[config.mk]
export PLATFORM = sky130hd
export DESIGN_NAME = mcu_periph_top
export DESIGN_NICKNAME = d
export VERILOG_FILES = /design/src/rtl/mcu_pkg.sv /design/src/rtl/game_regs.sv /design/src/rtl/hpet_timer.sv /design/src/rtl/int_confreg.sv /design/src/rtl/mcu_periph_top.sv /design/src/rtl/periph_bus_ctrl.sv
export SDC_FILE = /design/constraint.sdc
export NUM_CORES = 1
export LEC_CHECK = 0
export BUFFER_PORTS_ARGS = -buffer_cell sky130_fd_sc_hd__buf_2
export CAP_MARGIN = 20
export CORE_MARGIN = 1
export CORE_UTILIZATION = 57
export CTS_BUF_LIST = sky130_fd_sc_hd__clkbuf_16
export DETAILED_ROUTE_END_ITERATION = 6
export PLACE_DENSITY = 0.8
export SLEW_MARGIN = 20
export SYNTH_ARGS = -nofsm -noshare
export SYNTH_HDL_FRONTEND = slang
export SYNTH_SLANG_ARGS = --single-unit
[constraint.sdc]
create_clock -name clk_ext8m -period 2.7 [get_ports clk_ext8m]
set_clock_uncertainty 0.15 [all_clocks]
set_input_delay 0 -clock clk_ext8m [delete_from_list [all_inputs] [get_ports clk_ext8m]]
set_output_delay 0 -clock clk_ext8m [all_outputs]
set_load 0.02 [all_outputs]
[src/rtl/mcu_pkg.sv]
`default_nettype none

package mcu_pkg;

	// ------------------------------------------------------------
	// Vector types
	// ------------------------------------------------------------
	typedef logic [7:0]  addr_t;     // Wishbone byte address
	typedef logic [31:0] data_t;
	typedef logic [1:0]  reg_idx_t;  // Word index inside a slave
	typedef logic [15:0] key_t;
	typedef logic [31:0] score_t;    // Four packed 8-bit scores

	localparam int NUM_INT_SRC = 2;
	typedef logic [NUM_INT_SRC-1:0] int_src_t;  // Bit 0 timer, bit 1 keys

	// ------------------------------------------------------------
	// Address map
	// ------------------------------------------------------------
	localparam int SLV_MSB = 7;
	localparam int SLV_LSB = 6;
	localparam int IDX_MSB = 3;
	localparam int IDX_LSB = 2;

	typedef enum logic [1:0] {
		SLV_TIMER   = 2'd0,
		SLV_CONFREG = 2'd1,
		SLV_GAME    = 2'd2,
		SLV_NONE    = 2'd3
	} slave_t;

	typedef enum logic {
		BUS_IDLE = 1'b0,
		BUS_ACK  = 1'b1
	} bus_state_t;

	// Timer registers
	localparam reg_idx_t TMR_CTRL    = 2'd0;
	localparam reg_idx_t TMR_COUNT   = 2'd1;
	localparam reg_idx_t TMR_COMPARE = 2'd2;
	localparam reg_idx_t TMR_STATUS  = 2'd3;

	localparam int TMR_EN_BIT     = 0;
	localparam int TMR_IRQ_EN_BIT = 1;

	// Interrupt block registers
	localparam reg_idx_t INT_STATUS = 2'd0;
	localparam reg_idx_t INT_MASK   = 2'd1;

	// Game block registers
	localparam reg_idx_t GAME_KEY   = 2'd0;
	localparam reg_idx_t GAME_EDGE  = 2'd1;
	localparam reg_idx_t GAME_SCORE = 2'd2;

	// One access as seen by every slave
	typedef struct packed {
		logic     we;
		reg_idx_t idx;
		data_t    wdata;
	} periph_req_t;

endpackage

`default_nettype wire

[src/rtl/game_regs.sv]
`default_nettype none

module game_regs (
	input  wire                  clk_ext8m,
	input  wire                  RSTN,
	input  mcu_pkg::periph_req_t req_i,
	input  wire                  stb_i,
	output mcu_pkg::data_t       rdata_o,
	input  mcu_pkg::key_t        key_game_i,
	output logic                 key_int_o,
	output mcu_pkg::score_t      score_o
);

	mcu_pkg::key_t   key_meta_q;
	mcu_pkg::key_t   key_q;       // Second sync stage, read as KEY
	mcu_pkg::key_t   key_prev_q;
	mcu_pkg::key_t   edge_q;
	mcu_pkg::key_t   edge_clr;
	mcu_pkg::key_t   rise;
	mcu_pkg::score_t score_q;
	logic            wr;

	assign wr   = stb_i && req_i.we;
	assign rise = key_q & ~key_prev_q;
	assign edge_clr = (wr && req_i.idx == mcu_pkg::GAME_EDGE) ?
		req_i.wdata[$bits(mcu_pkg::key_t)-1:0] : '0;

	always_ff @(posedge clk_ext8m or negedge RSTN)
	begin
		if (!RSTN)
		begin
			key_meta_q <= '0;
			key_q      <= '0;
			key_prev_q <= '0;
			edge_q     <= '0;
			score_q    <= '0;
		end
		else
		begin
			key_meta_q <= key_game_i;  // Pins are asynchronous
			key_q      <= key_meta_q;
			key_prev_q <= key_q;
			edge_q     <= (edge_q & ~edge_clr) | rise;  // New edge survives a clear
			if (wr && req_i.idx == mcu_pkg::GAME_SCORE)
				score_q <= req_i.wdata;
		end
	end

	always_comb
	begin
		rdata_o = '0;
		case (req_i.idx)
			mcu_pkg::GAME_KEY:   rdata_o[$bits(mcu_pkg::key_t)-1:0] = key_q;
			mcu_pkg::GAME_EDGE:  rdata_o[$bits(mcu_pkg::key_t)-1:0] = edge_q;
			mcu_pkg::GAME_SCORE: rdata_o = score_q;
			default:             rdata_o = '0;
		endcase
	end

	assign key_int_o = |edge_q;
	assign score_o   = score_q;

endmodule

`default_nettype wire

[src/rtl/hpet_timer.sv]
`default_nettype none

module hpet_timer (
	input  wire                  clk_ext8m,
	input  wire                  RSTN,
	input  mcu_pkg::periph_req_t req_i,
	input  wire                  stb_i,
	output mcu_pkg::data_t       rdata_o,
	output logic                 timer_int_o
);

	logic [mcu_pkg::TMR_IRQ_EN_BIT:0] ctrl_q;
	mcu_pkg::data_t                   count_q;
	mcu_pkg::data_t                   compare_q;
	logic                             match_q;
	logic                             wr;
	logic                             enable;
	logic                             hit;

	assign wr     = stb_i && req_i.we;
	assign enable = ctrl_q[mcu_pkg::TMR_EN_BIT];
	assign hit    = enable && (count_q == compare_q);

	always_ff @(posedge clk_ext8m or negedge RSTN)
	begin
		if (!RSTN)
		begin
			ctrl_q    <= '0;
			count_q   <= '0;
			compare_q <= '0;
			match_q   <= 1'b0;
		end
		else
		begin
			if (wr && req_i.idx == mcu_pkg::TMR_CTRL)
				ctrl_q <= req_i.wdata[mcu_pkg::TMR_IRQ_EN_BIT:0];

			if (wr && req_i.idx == mcu_pkg::TMR_COUNT)
				count_q <= req_i.wdata;  // Software load beats the increment
			else if (enable)
				count_q <= count_q + 1'b1;

			if (wr && req_i.idx == mcu_pkg::TMR_COMPARE)
				compare_q <= req_i.wdata;

			// Sticky match, a new hit wins over the clear
			if (hit)
				match_q <= 1'b1;
			else if (wr && req_i.idx == mcu_pkg::TMR_STATUS && req_i.wdata[0])
				match_q <= 1'b0;
		end
	end

	always_comb
	begin
		rdata_o = '0;
		case (req_i.idx)
			mcu_pkg::TMR_CTRL:    rdata_o[mcu_pkg::TMR_IRQ_EN_BIT:0] = ctrl_q;
			mcu_pkg::TMR_COUNT:   rdata_o = count_q;
			mcu_pkg::TMR_COMPARE: rdata_o = compare_q;
			default:              rdata_o[0] = match_q;  // STATUS
		endcase
	end

	assign timer_int_o = match_q && ctrl_q[mcu_pkg::TMR_IRQ_EN_BIT];

endmodule

`default_nettype wire

[src/rtl/int_confreg.sv]
`default_nettype none

module int_confreg (
	input  wire                  clk_ext8m,
	input  wire                  RSTN,
	input  mcu_pkg::periph_req_t req_i,
	input  wire                  stb_i,
	output mcu_pkg::data_t       rdata_o,
	input  mcu_pkg::int_src_t    src_i,
	output logic                 int_o
);

	mcu_pkg::int_src_t mask_q;
	logic              mask_wr;

	assign mask_wr = stb_i && req_i.we && (req_i.idx == mcu_pkg::INT_MASK);

	// Only the implemented source bits are kept
	always_ff @(posedge clk_ext8m or negedge RSTN)
	begin
		if (!RSTN)
			mask_q <= '0;
		else if (mask_wr)
			mask_q <= req_i.wdata[mcu_pkg::NUM_INT_SRC-1:0];
	end

	// STATUS shows the live source levels, nothing is latched here
	always_comb
	begin
		rdata_o = '0;
		case (req_i.idx)
			mcu_pkg::INT_STATUS: rdata_o[mcu_pkg::NUM_INT_SRC-1:0] = src_i;
			mcu_pkg::INT_MASK:   rdata_o[mcu_pkg::NUM_INT_SRC-1:0] = mask_q;
			default:             rdata_o = '0;
		endcase
	end

	assign int_o = |(src_i & mask_q);  // Any enabled source

endmodule

`default_nettype wire

[src/rtl/mcu_periph_top.sv]
`default_nettype none

module mcu_periph_top (
	input  wire             clk_ext8m,
	input  wire             RSTN,

	input  wire             wb_cyc_i,
	input  wire             wb_stb_i,
	input  wire             wb_we_i,
	input  mcu_pkg::addr_t  wb_adr_i,
	input  mcu_pkg::data_t  wb_dat_i,
	output mcu_pkg::data_t  wb_dat_o,
	output wire             wb_ack_o,

	input  mcu_pkg::key_t   key_game_i,
	output wire             int_o,
	output mcu_pkg::score_t score_o
);

	mcu_pkg::periph_req_t req;
	mcu_pkg::data_t       tmr_rdata;
	mcu_pkg::data_t       int_rdata;
	mcu_pkg::data_t       game_rdata;
	wire                  tmr_stb;
	wire                  int_stb;
	wire                  game_stb;
	wire                  timer_int;
	wire                  key_int;

	// ------------------------------------------------------------
	// Bus controller
	// ------------------------------------------------------------
	periph_bus_ctrl u_bus_ctrl (
		.clk_ext8m    (clk_ext8m),
		.RSTN         (RSTN),
		.wb_cyc_i     (wb_cyc_i),
		.wb_stb_i     (wb_stb_i),
		.wb_we_i      (wb_we_i),
		.wb_adr_i     (wb_adr_i),
		.wb_dat_i     (wb_dat_i),
		.wb_dat_o     (wb_dat_o),
		.wb_ack_o     (wb_ack_o),
		.req_o        (req),
		.tmr_stb_o    (tmr_stb),
		.int_stb_o    (int_stb),
		.game_stb_o   (game_stb),
		.tmr_rdata_i  (tmr_rdata),
		.int_rdata_i  (int_rdata),
		.game_rdata_i (game_rdata)
	);

	// ------------------------------------------------------------
	// Peripherals
	// ------------------------------------------------------------
	hpet_timer u_timer (
		.clk_ext8m   (clk_ext8m),
		.RSTN        (RSTN),
		.req_i       (req),
		.stb_i       (tmr_stb),
		.rdata_o     (tmr_rdata),
		.timer_int_o (timer_int)
	);

	int_confreg u_confreg (
		.clk_ext8m (clk_ext8m),
		.RSTN      (RSTN),
		.req_i     (req),
		.stb_i     (int_stb),
		.rdata_o   (int_rdata),
		.src_i     ({key_int, timer_int}),  // Bit 0 timer, bit 1 keys
		.int_o     (int_o)
	);

	game_regs u_game (
		.clk_ext8m  (clk_ext8m),
		.RSTN       (RSTN),
		.req_i      (req),
		.stb_i      (game_stb),
		.rdata_o    (game_rdata),
		.key_game_i (key_game_i),
		.key_int_o  (key_int),
		.score_o    (score_o)
	);

endmodule

`default_nettype wire

[src/rtl/periph_bus_ctrl.sv]
`default_nettype none

module periph_bus_ctrl (
	input  wire                 clk_ext8m,
	input  wire                 RSTN,

	input  wire                 wb_cyc_i,
	input  wire                 wb_stb_i,
	input  wire                 wb_we_i,
	input  mcu_pkg::addr_t      wb_adr_i,
	input  mcu_pkg::data_t      wb_dat_i,
	output mcu_pkg::data_t      wb_dat_o,
	output logic                wb_ack_o,

	output mcu_pkg::periph_req_t req_o,
	output logic                tmr_stb_o,
	output logic                int_stb_o,
	output logic                game_stb_o,
	input  mcu_pkg::data_t      tmr_rdata_i,
	input  mcu_pkg::data_t      int_rdata_i,
	input  mcu_pkg::data_t      game_rdata_i
);

	mcu_pkg::bus_state_t state_q;
	mcu_pkg::bus_state_t state_d;
	mcu_pkg::slave_t     slv;
	mcu_pkg::data_t      rdata_sel;
	logic                req_valid;

	assign req_valid = wb_cyc_i && wb_stb_i;
	assign slv       = mcu_pkg::slave_t'(wb_adr_i[mcu_pkg::SLV_MSB:mcu_pkg::SLV_LSB]);

	// Request is shared by all slaves, the strobe picks one
	assign req_o.we    = wb_we_i;
	assign req_o.idx   = wb_adr_i[mcu_pkg::IDX_MSB:mcu_pkg::IDX_LSB];
	assign req_o.wdata = wb_dat_i;

	// ------------------------------------------------------------
	// Handshake FSM
	// ------------------------------------------------------------
	always_comb
	begin
		state_d = mcu_pkg::BUS_IDLE;
		if (state_q == mcu_pkg::BUS_IDLE && req_valid)
			state_d = mcu_pkg::BUS_ACK;  // One wait cycle, then ack
	end

	always_ff @(posedge clk_ext8m or negedge RSTN)
	begin
		if (!RSTN)
			state_q <= mcu_pkg::BUS_IDLE;
		else
			state_q <= state_d;
	end

	assign wb_ack_o   = (state_q == mcu_pkg::BUS_ACK);
	assign tmr_stb_o  = wb_ack_o && (slv == mcu_pkg::SLV_TIMER);
	assign int_stb_o  = wb_ack_o && (slv == mcu_pkg::SLV_CONFREG);
	assign game_stb_o = wb_ack_o && (slv == mcu_pkg::SLV_GAME);

	// ------------------------------------------------------------
	// Read data return
	// ------------------------------------------------------------
	always_comb
	begin
		case (slv)
			mcu_pkg::SLV_TIMER:   rdata_sel = tmr_rdata_i;
			mcu_pkg::SLV_CONFREG: rdata_sel = int_rdata_i;
			mcu_pkg::SLV_GAME:    rdata_sel = game_rdata_i;
			default:              rdata_sel = '0;  // Unmapped reads as zero
		endcase
	end

	// Captured on the edge that raises ack
	always_ff @(posedge clk_ext8m or negedge RSTN)
	begin
		if (!RSTN)
			wb_dat_o <= '0;
		else if (state_q == mcu_pkg::BUS_IDLE && req_valid)
			wb_dat_o <= rdata_sel;
	end

endmodule

`default_nettype wire

==> impl_metrics.yaml <==
route:
  wire_per_inst_um: 19.8
  drt_iter0_drc: 667
  firstDrtPassIters: 7
  vias_per_cell: 6.12
  drc: 12
  ant_nets: 0
  vias: 6679
  wirelength_um: 21600
sta:
  hold_viol: 10
  fmax_mhz: 427
  fin_crit_sh_pct: 86.7
  rsz0062_at_grt: "no"
  tightest_slew_ns: 0.894
  setup_viol: 0
  holdWs_ns: -0.0260
  slew_viol_final: 0
  slew_headroom_pct: 40.4
  tns_ns: 0
  period_minus_slack_ns: 2.34
finish:
  diodes: 0
  instances_no_fill: 1091
  fillers: 965
  drive_above_1_share_pct: 20.8
  regArea_mm2: 0.00495
  final_cell_mix: "dfrtp_1 (198), buf_2 (121), mux2_1 (62)"
  syn_to_final_growth_pct: 22.9
  multiInputGateArea_mm2: 0.00346
  nNetsFinal: 961
  final_common_cell: "dfrtp_1"
  design_area_mm2: 0.0107
power:
  leakage_nw: 4.98
  internal-power_w: 0.00567
  p_switching_w: 0.00247
  pwr-share-seq_pct: 46.9
  switching_share_pct: 30.4
  ir_worst_vdd_mv: 0.483
  p_clk_share_pct: 33.4
  comb_power_share_pct: 19.7
  finalPower_w: 0.00814
  power.density_mw_per_mm2: 762
floorplan:
  die_h_um: 125
  design.die.area_mm2: 0.0157
  initial_core_util_pct: 59.1
  die_w_um: 125
  core_region_area_mm2: 0.0147
  pin_count: 127
  core.rowCount: 44
clock_tree:
  clock_latency_ns: 0.44
  clock-root-buffer: "clkbuf_16"
  cts_sinks: 198
  cts_tree: "done"
  clock_path_buffers: 2
  htreeDepth: 4
  clkTransAtPathRegs_ns: 0.07
  cts_made_buffers: 17
synthesis:
  synth_flop_cell: "dfrtp_1"
  synth.ff_latch_count: 198
  yosysSeqAreaShare_pct: 57.0
  synth_cell_types: 44
  synth_area_leaders: "dfrtp_1 (57%), mux2_1 (8.0%), a22o_1 (4.6%)"
  yosys.area.top_type_share_pct: 57.0
  syn_area_per_cell_um2: 11.9
  async_flop_share_pct: 100
  synthCells: 729
  syn-num-nets: 796
  yosysWarningCount: 0
  synth_area_mm2: 0.00869
  synth_edf_count: 0
  synth_area_leader_cell: "dfrtp_1"
outcome:
  violations: "DRC, hold timing"
  status: "complete, but fails checks"
grt:
  grt_pass1_vias: 6850
  track_usage_pct: 28.9
  overflow: 0
  grt_antenna_before_repair: 0
  grt_pass1_wl_um: 35400
  grt_max_degree: 74
worst_hold_path:
  min_path_type: "input port to async pin"
worst_setup_path:
  path_class: "flop to flop"
  path_cells: "nand3b_1 -> dlygate4sd3_1 -> buf_4 -> a21oi_2 -> buf_4 -> a22o_1"
  crit_arrival_ns: 2.56
  cp_data_required_time_ns: 2.92
  cp_num_buf_inv: 3
  cp_top_family: "buffers and inverters"
  cpMaxStageDelayCell: "dlygate4sd3_1"
  critPathMostFrequentCell: "buf_4"
  slowest_delay_ns: 0.56
  path_max_fanout: 37
  end_kind: "flop"
  cp-start-kind: "flop"
job:
  drv_cap: 0
placed_design:
  dpl.hpwl_um: 14000
  io_buffers: 122
  place_area_mm2: 0.00949
  dp.cells: 1003
  place.gp.congestion: 0.887
## state kept, by name (all words and copies together), names as in the netlist
register	cells
u_bus_ctrl.wb_ack_o	1
u_timer.match_q	1
u_timer.count_q	32
u_game.key_prev_q	16
u_game.edge_q	16
u_confreg.mask_q	2
u_game.key_meta_q	16
u_game.score_o	32
u_bus_ctrl.wb_dat_o	32
u_timer.ctrl_q	2
u_timer.compare_q	32
u_game.key_q	16
## final cells by class
class / instances / share of cell area [%]
Sequential cell: 198 / 46.4
Multi-Input combinational cell: 460 / 32.4
Timing Repair Buffer: 196 / 12.4
Clock buffer: 17 / 3.98
Tap cell: 184 / 2.15
Clock inverter: 15 / 1.98
Inverter: 21 / 0.738
## final timing paths
kind                                  startpoint                       to  depth (start not counted)  slack [ns]
setup / recovery             u_bus_ctrl.wb_ack_o  u_bus_ctrl.wb_dat_o[14]                          6        0.36
hold / removal                              RSTN   u_bus_ctrl.wb_dat_o[1]                          2       -0.03
setup reg to reg             u_bus_ctrl.wb_ack_o  u_bus_ctrl.wb_dat_o[14]                          6        0.36
hold reg to reg            u_game.key_meta_q[15]         u_game.key_q[15]                          0        0.20
max in group asynchronous                   RSTN       u_timer.count_q[6]                          3        1.51
min in group clk_ext8m            key_game_i[10]    u_game.key_meta_q[10]                          2        0.05
## routing by layer
metal	wire length, um	up-vias	GRT usage [%]	share of wire (%)
met5	0	-	0	0
met4	451	0	10.8	2.1
met3	1460	36	5.18	6.8
met2	10500	288	46.5	49
met1	9170	3378	39.6	42
li1	-	2977	-	-
## cells in the mapped netlist, types with 3 or more instances
| cell | number |
|---|---|
| nand4_1 | 15 |
| mux2_2 | 7 |
| and3_1 | 6 |
| buf_2 | 13 |
| nand3_1 | 11 |
| buf_1 | 4 |
| xnor2_1 | 29 |
| dfrtp_1 | 198 |
| mux2_1 | 62 |
| and4_1 | 4 |
| inv_1 | 21 |
| o22ai_1 | 15 |
| nand2_1 | 46 |
| nor2_1 | 40 |
| a22oi_1 | 33 |
| nor4_1 | 9 |
| a21oi_1 | 36 |
| nor3_1 | 3 |
| a222oi_1 | 15 |
| clkbuf_1 | 32 |
| a22o_1 | 46 |
| o21ai_0 | 17 |
| xor2_1 | 34 |
| nor3_2 | 4 |
| ha_1 | 6 |
## worst reg2reg max path, cell delays in order, from the launching register on
cell and delay, ns:
dfrtp_1 0.43, nand3b_1 0.17, dlygate4sd3_1 0.56, buf_4 0.29
a21oi_2 0.20, buf_4 0.28, a22o_1 0.20
## power groups by stage
stage / sequential [W] / combinational [W] / clock (W)
final: 0.00382 / 0.00160 / 0.00272
after global routing: 0.00388 / 0.00173 / 0.00289
after CTS: 0.00380 / 0.00160 / 0.00275
after detailed placement: 0.00386 / 0.00151 / 0
after global placement: 0.00382 / 0.00147 / 0
after floorplan: 0.00380 / 0.00104 / 0
## metrics by stage
step                setup slack, ns  util (%)
detailed placement            0.534      64.5
finish                        0.358      72.7
global placement              0.561      64.5
global route                  0.263      72.7
floorplan                     0.705         -
CTS                           0.402      72.7
## cell families (layout without fill, tap and decap cells)
family / after synthesis / after routing / share of synthesized area [%]
AOI/OAI and AO/OA: 169 / 169 / 14.0
xor gates and xnor gates: 63 / 63 / 6.35
adders and majority gates: 6 / 6 / 0.864
buffers and inverters: 71 / 249 / 3.30
DFF: 198 / 198 / 57.0
muxes: 70 / 70 / 9.05
and+or+nand+nor: 152 / 152 / 9.43
## what timing repair did
| item | 4_1_cts | 5_1_grt |
|---|---|---|
| resized for setup | 0 | 0 |
| endpoints found under the hold margin | 301 | 0 |
| hold buffers | 56 | 0 |
| buffers inserted | 0 | 0 |
Note: power is estimated with default switching activity, not from simulation.
